File: src/common/axi_bus_pkg.sv
package axi_bus_pkg;

    localparam int axi_id_w = 4;
    localparam int axi_len_w = 4;

    // AXI3 size field, bytes per beat
    typedef enum logic [2:0] {
        size_byte = 3'b000,
        size_half = 3'b001,
        size_word = 3'b010
    } axi_size_t;

    localparam logic [1:0] burst_incr = 2'b01;

    localparam logic [axi_id_w-1:0] mem_id = 4'h1; // same id on ar and aw

    // fixed sideband values
    localparam logic [1:0] lock_normal = 2'b00;
    localparam logic [3:0] cache_none = 4'b0000;
    localparam logic [2:0] prot_none = 3'b000;

endpackage

File: src/common/mem_req_pkg.sv
package mem_req_pkg;

    localparam int addr_w = 32;
    localparam int word_w = 32;
    localparam int strb_w = 4; // one bit per byte lane

    typedef enum logic [1:0] {
        line_fill,
        line_wback,
        unc_read,
        unc_write
    } req_kind_t;

    localparam int default_line_words = 16;

endpackage

File: src/source/req_decode.sv
`timescale 1ns/10ps

module req_decode #(
    parameter int line_words = mem_req_pkg::default_line_words
) (
    input  logic                                      clk,
    input  logic                                      rstn,
    input  logic                                      req_valid,
    input  mem_req_pkg::req_kind_t                    req_kind,
    input  logic [mem_req_pkg::addr_w-1:0]            req_addr,
    input  logic [mem_req_pkg::strb_w-1:0]            req_sel,
    input  logic [mem_req_pkg::word_w-1:0]            req_wdata,
    input  logic [line_words*mem_req_pkg::word_w-1:0] req_line,
    input  logic                                      taken,
    output logic                                      req_ready,
    output logic                                      rd_start,
    output logic                                      wr_start,
    output logic [mem_req_pkg::addr_w-1:0]            addr,
    output axi_bus_pkg::axi_size_t                    size,
    output logic                                      single,
    output logic [mem_req_pkg::strb_w-1:0]            strb,
    output logic [mem_req_pkg::word_w-1:0]            wdata_word,
    output logic [line_words*mem_req_pkg::word_w-1:0] wdata_line
);

    logic busy;
    logic accept;
    logic is_read;
    logic is_single;
    axi_bus_pkg::axi_size_t req_size;

    assign req_ready = !busy;
    assign accept = req_valid && req_ready;
    assign is_read = (req_kind == mem_req_pkg::line_fill) || (req_kind == mem_req_pkg::unc_read);
    assign is_single = (req_kind == mem_req_pkg::unc_read) ||
                       (req_kind == mem_req_pkg::unc_write);

    always_comb begin
        req_size = axi_bus_pkg::size_word; // lines always move full words
        if (is_single) begin
            case (req_sel)
                4'b0001, 4'b0010, 4'b0100, 4'b1000: req_size = axi_bus_pkg::size_byte;
                4'b0011, 4'b1100: req_size = axi_bus_pkg::size_half;
                default: req_size = axi_bus_pkg::size_word;
            endcase
        end
    end

    always_ff @(posedge clk) begin
        if (!rstn) begin
            busy <= 1'b0;
            rd_start <= 1'b0;
            wr_start <= 1'b0;
        end else begin
            rd_start <= accept && is_read;
            wr_start <= accept && !is_read;
            if (accept) begin
                busy <= 1'b1;
            end else if (taken) begin
                busy <= 1'b0; // response handed off
            end
        end
    end

    // held stable until taken, engines read these directly
    always_ff @(posedge clk) begin
        if (accept) begin
            addr <= req_addr;
            size <= req_size;
            single <= is_single;
            strb <= is_single ? req_sel : '1;
            wdata_word <= req_wdata;
            wdata_line <= req_line;
        end
    end

endmodule

File: src/bus_engine/read_burst.sv
`timescale 1ns/10ps

module read_burst #(
    parameter int line_words = mem_req_pkg::default_line_words
) (
    input  logic                                      clk,
    input  logic                                      rstn,
    input  logic                                      start,
    input  logic [mem_req_pkg::addr_w-1:0]            addr,
    input  axi_bus_pkg::axi_size_t                    size,
    input  logic                                      single,
    input  logic                                      arready,
    input  logic [mem_req_pkg::word_w-1:0]            rdata,
    input  logic                                      rlast,
    input  logic                                      rvalid,
    output logic [mem_req_pkg::addr_w-1:0]            araddr,
    output logic [axi_bus_pkg::axi_len_w-1:0]         arlen,
    output axi_bus_pkg::axi_size_t                    arsize,
    output logic                                      arvalid,
    output logic                                      rready,
    output logic                                      done,
    output logic [line_words*mem_req_pkg::word_w-1:0] line,
    output logic [mem_req_pkg::word_w-1:0]            word
);

    localparam int beat_w = $clog2(line_words);
    localparam int len_w = axi_bus_pkg::axi_len_w;
    localparam logic [len_w-1:0] burst_len = len_w'(line_words - 1);

    logic [beat_w-1:0] beat;

    always_ff @(posedge clk) begin
        if (!rstn) begin
            arvalid <= 1'b0;
            rready <= 1'b0;
            done <= 1'b0;
            beat <= '0;
        end else begin
            done <= 1'b0;
            if (start) begin
                arvalid <= 1'b1;
                beat <= '0;
            end else if (arvalid && arready) begin
                arvalid <= 1'b0;
                rready <= 1'b1; // now wait for R beats
            end else if (rvalid && rready) begin
                beat <= beat + 1'b1;
                if (rlast) begin
                    rready <= 1'b0;
                    done <= 1'b1;
                end
            end
        end
    end

    always_ff @(posedge clk) begin
        if (start) begin
            araddr <= addr;
            arlen <= single ? '0 : burst_len;
            arsize <= size;
        end
        if (rvalid && rready) begin
            if (single) begin
                word <= rdata;
            end else begin
                line[beat * mem_req_pkg::word_w +: mem_req_pkg::word_w] <= rdata; // low word first
            end
        end
    end

endmodule

File: src/bus_engine/write_burst.sv
`timescale 1ns/10ps

module write_burst #(
    parameter int line_words = mem_req_pkg::default_line_words
) (
    input  logic                                      clk,
    input  logic                                      rstn,
    input  logic                                      start,
    input  logic [mem_req_pkg::addr_w-1:0]            addr,
    input  axi_bus_pkg::axi_size_t                    size,
    input  logic                                      single,
    input  logic [mem_req_pkg::strb_w-1:0]            strb,
    input  logic [mem_req_pkg::word_w-1:0]            wdata_word,
    input  logic [line_words*mem_req_pkg::word_w-1:0] wdata_line,
    input  logic                                      awready,
    input  logic                                      wready,
    input  logic                                      bvalid,
    output logic [mem_req_pkg::addr_w-1:0]            awaddr,
    output logic [axi_bus_pkg::axi_len_w-1:0]         awlen,
    output axi_bus_pkg::axi_size_t                    awsize,
    output logic                                      awvalid,
    output logic [mem_req_pkg::word_w-1:0]            wdata,
    output logic [mem_req_pkg::strb_w-1:0]            wstrb,
    output logic                                      wlast,
    output logic                                      wvalid,
    output logic                                      bready,
    output logic                                      done
);

    localparam int beat_w = $clog2(line_words);
    localparam int len_w = axi_bus_pkg::axi_len_w;
    localparam logic [len_w-1:0] burst_len = len_w'(line_words - 1);
    localparam logic [beat_w-1:0] pre_last = beat_w'(line_words - 2);

    logic [beat_w-1:0] beat;

    // source data is held by req_decode for the whole transfer
    assign wdata = single ? wdata_word
                          : wdata_line[beat * mem_req_pkg::word_w +: mem_req_pkg::word_w];
    assign wstrb = strb; // all ones for lines

    always_ff @(posedge clk) begin
        if (!rstn) begin
            awvalid <= 1'b0;
            wvalid <= 1'b0;
            wlast <= 1'b0;
            bready <= 1'b0;
            done <= 1'b0;
            beat <= '0;
        end else begin
            done <= 1'b0;
            if (start) begin
                awvalid <= 1'b1;
                beat <= '0;
            end else if (awvalid && awready) begin
                awvalid <= 1'b0;
                wvalid <= 1'b1;
                wlast <= single;
            end else if (wvalid && wready) begin
                if (wlast) begin
                    wvalid <= 1'b0;
                    wlast <= 1'b0;
                    bready <= 1'b1;
                end else begin
                    beat <= beat + 1'b1;
                    wlast <= (beat == pre_last); // next beat is the final one
                end
            end else if (bvalid && bready) begin
                bready <= 1'b0;
                done <= 1'b1;
            end
        end
    end

    always_ff @(posedge clk) begin
        if (start) begin
            awaddr <= addr;
            awlen <= single ? '0 : burst_len;
            awsize <= size;
        end
    end

endmodule

File: src/source/resp_return.sv
`timescale 1ns/10ps

module resp_return #(
    parameter int line_words = mem_req_pkg::default_line_words
) (
    input  logic                                      clk,
    input  logic                                      rstn,
    input  logic                                      rd_done,
    input  logic                                      wr_done,
    input  logic [line_words*mem_req_pkg::word_w-1:0] line_in,
    input  logic [mem_req_pkg::word_w-1:0]            word_in,
    input  logic                                      rsp_ready,
    output logic                                      rsp_valid,
    output logic [line_words*mem_req_pkg::word_w-1:0] rsp_line,
    output logic [mem_req_pkg::word_w-1:0]            rsp_word,
    output logic                                      taken
);

    assign taken = rsp_valid && rsp_ready; // frees req_decode next cycle

    always_ff @(posedge clk) begin
        if (!rstn) begin
            rsp_valid <= 1'b0;
        end else if (rd_done || wr_done) begin
            rsp_valid <= 1'b1;
        end else if (taken) begin
            rsp_valid <= 1'b0;
        end
    end

    // writes return no data, old values stay
    always_ff @(posedge clk) begin
        if (rd_done) begin
            rsp_line <= line_in;
            rsp_word <= word_in;
        end
    end

endmodule

File: src/source/axi_bridge_top.sv
`timescale 1ns/10ps

module axi_bridge_top #(
    parameter int line_words = mem_req_pkg::default_line_words
) (
    input  logic                                      clk,
    input  logic                                      rstn,
    input  logic                                      req_valid,
    output logic                                      req_ready,
    input  mem_req_pkg::req_kind_t                    req_kind,
    input  logic [mem_req_pkg::addr_w-1:0]            req_addr,
    input  logic [mem_req_pkg::strb_w-1:0]            req_sel,
    input  logic [mem_req_pkg::word_w-1:0]            req_wdata,
    input  logic [line_words*mem_req_pkg::word_w-1:0] req_line,
    output logic                                      rsp_valid,
    input  logic                                      rsp_ready,
    output logic [line_words*mem_req_pkg::word_w-1:0] rsp_line,
    output logic [mem_req_pkg::word_w-1:0]            rsp_word,
    output logic [axi_bus_pkg::axi_id_w-1:0]          arid,
    output logic [mem_req_pkg::addr_w-1:0]            araddr,
    output logic [axi_bus_pkg::axi_len_w-1:0]         arlen,
    output axi_bus_pkg::axi_size_t                    arsize,
    output logic [1:0]                                arburst,
    output logic [1:0]                                arlock,
    output logic [3:0]                                arcache,
    output logic [2:0]                                arprot,
    output logic                                      arvalid,
    input  logic                                      arready,
    input  logic [mem_req_pkg::word_w-1:0]            rdata,
    input  logic                                      rlast,
    input  logic                                      rvalid,
    output logic                                      rready,
    output logic [axi_bus_pkg::axi_id_w-1:0]          awid,
    output logic [mem_req_pkg::addr_w-1:0]            awaddr,
    output logic [axi_bus_pkg::axi_len_w-1:0]         awlen,
    output axi_bus_pkg::axi_size_t                    awsize,
    output logic [1:0]                                awburst,
    output logic [1:0]                                awlock,
    output logic [3:0]                                awcache,
    output logic [2:0]                                awprot,
    output logic                                      awvalid,
    input  logic                                      awready,
    output logic [axi_bus_pkg::axi_id_w-1:0]          wid,
    output logic [mem_req_pkg::word_w-1:0]            wdata,
    output logic [mem_req_pkg::strb_w-1:0]            wstrb,
    output logic                                      wlast,
    output logic                                      wvalid,
    input  logic                                      wready,
    input  logic                                      bvalid,
    output logic                                      bready
);

    logic rd_start;
    logic wr_start;
    logic rd_done;
    logic wr_done;
    logic taken;
    logic single;
    logic [mem_req_pkg::addr_w-1:0] addr;
    axi_bus_pkg::axi_size_t size;
    logic [mem_req_pkg::strb_w-1:0] strb;
    logic [mem_req_pkg::word_w-1:0] wdata_word;
    logic [line_words*mem_req_pkg::word_w-1:0] wdata_line;
    logic [line_words*mem_req_pkg::word_w-1:0] rd_line;
    logic [mem_req_pkg::word_w-1:0] rd_word;

    // constant sideband fields
    assign arid = axi_bus_pkg::mem_id;
    assign arburst = axi_bus_pkg::burst_incr;
    assign arlock = axi_bus_pkg::lock_normal;
    assign arcache = axi_bus_pkg::cache_none;
    assign arprot = axi_bus_pkg::prot_none;
    assign awid = axi_bus_pkg::mem_id;
    assign awburst = axi_bus_pkg::burst_incr;
    assign awlock = axi_bus_pkg::lock_normal;
    assign awcache = axi_bus_pkg::cache_none;
    assign awprot = axi_bus_pkg::prot_none;
    assign wid = axi_bus_pkg::mem_id;

    req_decode #(
        .line_words(line_words)
    ) req_decode_i (
        .clk        (clk),
        .rstn       (rstn),
        .req_valid  (req_valid),
        .req_kind   (req_kind),
        .req_addr   (req_addr),
        .req_sel    (req_sel),
        .req_wdata  (req_wdata),
        .req_line   (req_line),
        .taken      (taken),
        .req_ready  (req_ready),
        .rd_start   (rd_start),
        .wr_start   (wr_start),
        .addr       (addr),
        .size       (size),
        .single     (single),
        .strb       (strb),
        .wdata_word (wdata_word),
        .wdata_line (wdata_line)
    );

    read_burst #(
        .line_words(line_words)
    ) read_burst_i (
        .clk     (clk),
        .rstn    (rstn),
        .start   (rd_start),
        .addr    (addr),
        .size    (size),
        .single  (single),
        .arready (arready),
        .rdata   (rdata),
        .rlast   (rlast),
        .rvalid  (rvalid),
        .araddr  (araddr),
        .arlen   (arlen),
        .arsize  (arsize),
        .arvalid (arvalid),
        .rready  (rready),
        .done    (rd_done),
        .line    (rd_line),
        .word    (rd_word)
    );

    write_burst #(
        .line_words(line_words)
    ) write_burst_i (
        .clk        (clk),
        .rstn       (rstn),
        .start      (wr_start),
        .addr       (addr),
        .size       (size),
        .single     (single),
        .strb       (strb),
        .wdata_word (wdata_word),
        .wdata_line (wdata_line),
        .awready    (awready),
        .wready     (wready),
        .bvalid     (bvalid),
        .awaddr     (awaddr),
        .awlen      (awlen),
        .awsize     (awsize),
        .awvalid    (awvalid),
        .wdata      (wdata),
        .wstrb      (wstrb),
        .wlast      (wlast),
        .wvalid     (wvalid),
        .bready     (bready),
        .done       (wr_done)
    );

    resp_return #(
        .line_words(line_words)
    ) resp_return_i (
        .clk       (clk),
        .rstn      (rstn),
        .rd_done   (rd_done),
        .wr_done   (wr_done),
        .line_in   (rd_line),
        .word_in   (rd_word),
        .rsp_ready (rsp_ready),
        .rsp_valid (rsp_valid),
        .rsp_line  (rsp_line),
        .rsp_word  (rsp_word),
        .taken     (taken)
    );

endmodule

File: config.mk
export PLATFORM = sky130hd
export DESIGN_NAME = axi_bridge_top
export DESIGN_NICKNAME = d
export VERILOG_FILES = /design/src/common/axi_bus_pkg.sv /design/src/common/mem_req_pkg.sv /design/src/source/req_decode.sv /design/src/bus_engine/read_burst.sv /design/src/bus_engine/write_burst.sv /design/src/source/resp_return.sv /design/src/source/axi_bridge_top.sv
export SDC_FILE = /design/constraint.sdc
export NUM_CORES = 1
export LEC_CHECK = 0
export BUFFER_PORTS_ARGS = -buffer_cell sky130_fd_sc_hd__buf_2
export CORE_AREA = 2 2 516 518
export CTS_CLUSTER_DIAMETER = 50
export CTS_CLUSTER_SIZE = 14
export DETAILED_ROUTE_END_ITERATION = 16
export DIE_AREA = 0 0 518 520
export GPL_TIMING_DRIVEN = 0
export SETUP_SLACK_MARGIN = 0.4
export SLEW_MARGIN = 10
export SYNTH_ARGS = -nofsm -noshare
export SYNTH_HDL_FRONTEND = slang
export SYNTH_HIERARCHICAL = 1
export SYNTH_SLANG_ARGS = --single-unit
File: constraint.sdc
create_clock -name clk -period 15.5 [get_ports clk]
set_clock_uncertainty 0.05 [all_clocks]
set_input_delay 0.775 -clock clk [delete_from_list [all_inputs] [get_ports clk]]
set_output_delay 0.775 -clock clk [all_outputs]
set_load 0.005 [all_outputs]
# [Word level (Yosys, flattened, before mapping)]
# Index checks and enable logic that the tools add are counted.
[totals] register_bits=1770 out_inout_bits=700 word_cells=117 in_bits=624
[op_classes] bitwise=8 shifts=3 n_eq_ne=10 addsub=3 muxes=25 n_reduce_logical=38
[op_table] op="$bwmux 512" count=1
[op_table] op="$shift 32x34->512 const A" count=1
[op_table] op="$shiftx 32x34->512" count=1
[op_table] op="$shiftx 512x10->32" count=1
[op_table] op="$neg 9->34" count=1
[op_table] op="$mux 32" count=1
[op_table] op="$mux 1" count=21
[op_table] op="$reduce_bool 2->1" count=9
[op_table] op="$eq 4x4->1 const B" count=3
[op_table] op="$reduce_or 4->1" count=3
[op_table] op="$logic_and 1x1->1" count=9
[op_table] op="$reduce_and 3->1" count=3
[op_table] op="$add 4x1->4 const B" count=2
[op_table] op="$eq 4x2->1 const B" count=2
[op_table] op="$not 1->1" count=8
[op_table] op="$reduce_and 2->1" count=4
[op_table] op="$reduce_or 2->1" count=3
[op_table] op="$eq 2x2->1 const B" count=2
[op_table] op="$eq 4x1->1 const B" count=1
[op_table] op="$eq 4x3->1 const B" count=1
[op_table] op="$mux 4" count=1
[op_table] op="$pmux 2 s2" count=1
[op_table] op="$reduce_and 4->1" count=1
[op_table] op="$logic_or 1x1->1" count=3
[op_table] op="3 further kinds" count=4

# [Depth between registers and ports, before layout]
[logic_depth] word_depth=4 ltp_mapped=10 ltp_nobuf=6

# [By module]
# Netlist, hierarchy kept.
[modules_own_cells] module="read_burst" area_per_inst_um2=21530.6 instances=1 seq_area_each_um2=17556.8 cells_each=1371
[modules_own_cells] module="req_decode" area_per_inst_um2=17687.0 instances=1 seq_area_each_um2=17566.8 cells_each=607
[modules_own_cells] module="resp_return" area_per_inst_um2=16378.2 instances=1 seq_area_each_um2=16355.7 cells_each=548
[modules_own_cells] module="write_burst" area_per_inst_um2=6114.6 instances=1 seq_area_each_um2=1261.2 cells_each=439
[modules_own_cells] module="axi_bridge_top" area_per_inst_um2=262.8 instances=1 seq_area_each_um2=0.0 cells_each=36

# [Least setup slack after synthesis]
# Ideal clock, no wire load.
[synth_timing] kind="in2reg" start="in req_valid" end="reg req_decode_i.wr_start" setup_time_ns=0.142 stages=2 required_time_ns=15.308 path_buffers=0 path_slack_ns=-1.162 t_arrival_ns=16.470 cell_sequence="nor2b_2 -> and3_1"
[synth_between] elab_chain_len=2
[synth_lines] item="start: declaration" line_no="axi_bridge_top.sv:8" source="input logic req_valid,"
[synth_lines] item="$logic_and 1x1->1" line_no="req_decode.sv:33" source="assign accept = req_valid && req_ready;"
[synth_lines] item="$logic_and 1x1->1" line_no="req_decode.sv:56" source="wr_start <= accept && !is_read;"
[synth_lines] item="end signal: assignment" line_no="req_decode.sv:56"
[synth_lines] item="end: declaration" line_no="req_decode.sv:17" source="output logic wr_start,"
# Every way passes these cells.
# A chain may end at the register's enable or synchronous reset.

# [Worst setup path in the final report]
[layout_timing] start="reg req_decode_i.single" end="out wdata[27] (netlist name)"
[layout_between] elab_chain_len=1
[layout_lines] item="start: declaration" line_no="req_decode.sv:20" source="output logic single,"
[layout_lines] item="start signal: assignment" line_no="req_decode.sv:70" source="single <= is_single;"
[layout_lines] item="$mux 32" line_no="write_burst.sv:38" source="assign wdata = single ? wdata_word"
[layout_lines] item="end: declaration" line_no="axi_bridge_top.sv:44" source="output logic [mem_req_pkg::word_w-1:0] wdata,"
# Every way passes these cells.

==> flow_summary.yaml <==
status:
  status: "completed"
sta:
  fmax_ghz: 0.1844
  period_needed_ns: 5.424
  rsz0062_at_grt: "false"
  setup_viol: 0
  worst_slew_pin_slew_ns: 1.315
  slew-limit-headroom: 0.1234
  fin_ws_ns: 10.08
  hold_ws_ns: 0.08221
  min_period_over_period: 0.3499
  setup_tns_ns: 0
  hold_viol_final: 0
  report.final.slew_viol_count: 0
worst_setup_path:
  cp_top_family: "buffers and inverters"
  crit_path_start_kind: "flop"
  crit_cells: 6
  reg2reg_setup_slack_ns: 11.39
  cp-end-kind: "output port"
  worst-setup-path-type: "flop to output port"
  worstPathCellList: "inv_2 -> clkbuf_1 -> o221ai_1 -> a21oi_1 -> a2bb2oi_2 -> buf_2"
  max_stage_delay_ns: 0.90
  worstPathRequired_ns: 14.68
  cp_max_fo: 10
  cp_data_arrival_time_ns: 4.60
  slowest_stage: "clkbuf_1"
  r2r_start: "read_burst_i/beat[0]$_SDFFE_PP0P_"
  crit_path_start: "req_decode_i/single$_DFFE_PP_"
  r2r_end: "read_burst_i/line[40]$_DFFE_PP_"
  cp_num_buf_inv: 3
  cp-endpoint: "wdata[27]"
  r2r_cells: 9
synthesis:
  yosys_register_bits: 1763
  synth_fa_ha_area_frac: 0.001009
  synth_top_family_by_area: "simple AND/OR/NAND/NOR gates"
  yosysWarnings: 6
  synth_compound_area_frac: 0.02356
  ys_seq_area_frac: 0.8510
  ys_async_sr_fraction: 0
  synthFlopType: "edfxtp_1"
  muxShareOfSynthArea: 0.04526
  synth_edf_count: 1743
  ys_types: 58
  avgSynthCellArea_um2: 20.65
  post_synth_instance_area_um2: 61970
  yosys.area_share.simple: 0.05556
  postSynthCellCount: 3001
  synth_xor_area_frac: 0.0007066
global_routing:
  grt_antenna_before_repair: 58
  grt_pass1_wl_um: 327300
  grt_max_degree: 79
  grt_use_total: 0.1796
  overflow: 0
  grt_pass1_vias: 37240
routing:
  wl_met3_um: 17480
  drtAntennaViolNets: 0
  wire_per_inst_um: 29.19
  drt_first_iter_violations: 3753
  drt-total-wl_um: 250000
  wl_met2_um: 133300
  dr.pass1.iters: 6
  viasPerCell: 4.310
  drc: 0
  top_layer: "met5"
  met1Wirelength_um: 84960
  vias: 36920
pwr:
  design_power_total_w: 0.01044
  vdd_drop_max_uv: 103.9
  power_leakage_nw: 29.23
  p_per_area_nw_per_um2: 124.6
floorplan:
  die-area_um2: 269400
  rows: 189
  die_x_um: 518
  start_util: 0.2348
  num_io_pins: 1324
  coreArea_um2: 263900
  die_h_um: 520
cells_and_area:
  post-route-util: 0.3175
  fill_cells: 25520
  fin_nets: 5522
  layout_common_cells: "1743 x edfxtp_1, 1345 x buf_2, 301 x dlygate4sd3_1"
  area_growth_pct: 35.19
  drive_gt1_frac: 0.4083
  layout_commonest_cell: "edfxtp_1"
placement:
  io_buffers: 1289
  gp_congestion: 0.9283
  place_ws_ns: 10.24
  dp_hpwl_um: 193600
clocking:
  numClockSinks: 1763
  cts_tree: "yes"
  cts_setup_buffers: 0
  clk_latency_ns: 0.85
  clk_path_buf_depth: 4
  numCtsBuffers: 202
  cts_root_buffer: "clkbuf_16"
  clk_pin_slew_ns: 0.07
  cts-htree-levels: 4
run:
  cap_violations: 0
hold_path:
  whs_path_depth: 1
  hold_path_class: "primary input to flop"
## cells by family (layout without fill, tap and decap cells)
logic type,after synthesis,after routing
and+or+nand+nor,672,672
muxes,159,159
AOI/OAI and AO/OA,152,152
buffers and inverters,242,2222
other,3,55
adders and majority gates,5,5
xor gates and xnor gates,5,5
DFF,1763,1763
## cells in the mapped netlist, drive strengths merged, types with 6 or more instances
cell,instances,area [um2]
a21oi,37,185.2
a22oi,32,385.4
a2bb2oi,31,465.5
buf,136,1008
clkbuf,64,240.2
clkinv,32,120.1
dfxtp,20,400.4
edfxtp,1743,52340
inv,10,37.53
mux2i,62,620.6
mux4,97,2185
nand2,76,285.3
nand2b,9,56.30
nand3,6,42.54
nor2,277,1040
nor2b,9,58.81
nor3,267,1737
o221ai,31,271.5
## sequential cells by signal (all words and copies together), names as in the netlist, 2 cells and up
| register | flops |
|---|---|
| read_burst_i/word | 32 |
| req_decode_i/size | 2 |
| write_burst_i/awsize | 3 |
| read_burst_i/line | 512 |
| write_burst_i/awaddr | 32 |
| req_decode_i/wdata_word | 32 |
| req_decode_i/addr | 32 |
| resp_return_i/rsp_line | 512 |
| read_burst_i/arsize | 3 |
| read_burst_i/beat | 4 |
| write_burst_i/beat | 4 |
| read_burst_i/araddr | 32 |
| req_decode_i/strb | 4 |
| resp_return_i/rsp_word | 32 |
| req_decode_i/wdata_line | 512 |
## layout make-up
cell class | instances | area (um2) | share of cell area
flip-flops and latches | 1763 | 52750 | 0.6296
repair buffers | 1656 | 10680 | 0.1275
multi-input cells | 1028 | 8056 | 0.09616
clock buffers | 216 | 5129 | 0.06121
well taps | 3533 | 4420 | 0.05276
clock inverters | 108 | 1285 | 0.01534
plain buffers | 200 | 1254 | 0.01496
inverters | 42 | 157.7 | 0.001882
diodes | 20 | 50.05 | 0.0005974
## through the flow
| stage | cell area, um2 | std cells |
|---|---|---|
| final | 83780 | 8566 |
| after detailed placement | 74310 | 7921 |
| after CTS | 83730 | 8546 |
| after global routing | 83760 | 8556 |
| after floorplan | 62100 | 3033 |
| after global placement | 72970 | 7855 |
## worst min-delay path by stage
stage	start	slack (ns)	end
floorplan	read_burst_i/line[0]$_DFFE_PP_	0.35	resp_return_i/rsp_line[0]$_DFFE_PP_
global placement	read_burst_i/line[223]$_DFFE_PP_	0.35	resp_return_i/rsp_line[223]$_DFFE_PP_
detailed placement	read_burst_i/line[141]$_DFFE_PP_	0.35	resp_return_i/rsp_line[141]$_DFFE_PP_
CTS	req_line[74]	0.00003	req_decode_i/wdata_line[74]$_DFFE_PP_
global route	req_line[4]	0.004	req_decode_i/wdata_line[4]$_DFFE_PP_
finish	req_line[338]	0.08	req_decode_i/wdata_line[338]$_DFFE_PP_
## routing by layer
metal,vias to the layer above,GRT usage
li1,15520,-
met1,18530,0.1919
met2,2314,0.3358
met3,527,0.03580
met4,26,0.08639
met5,-,0
## where the power goes
| part | internal [W] | switching [W] | leakage (nW) | total [W] |
|---|---|---|---|---|
| logic | 0.000191 | 0.000244 | 9.16 | 0.000435 |
| clock network | 0.00263 | 0.00201 | 3.11 | 0.00465 |
| registers | 0.00531 | 0.0000478 | 17.0 | 0.00536 |
## repair_timing
action / CTS / global route
hold endpoints to repair: 301 / 0
hold buffers: 301 / 0
resized for setup: 0 / 0
(Power assumes the default switching activity.)
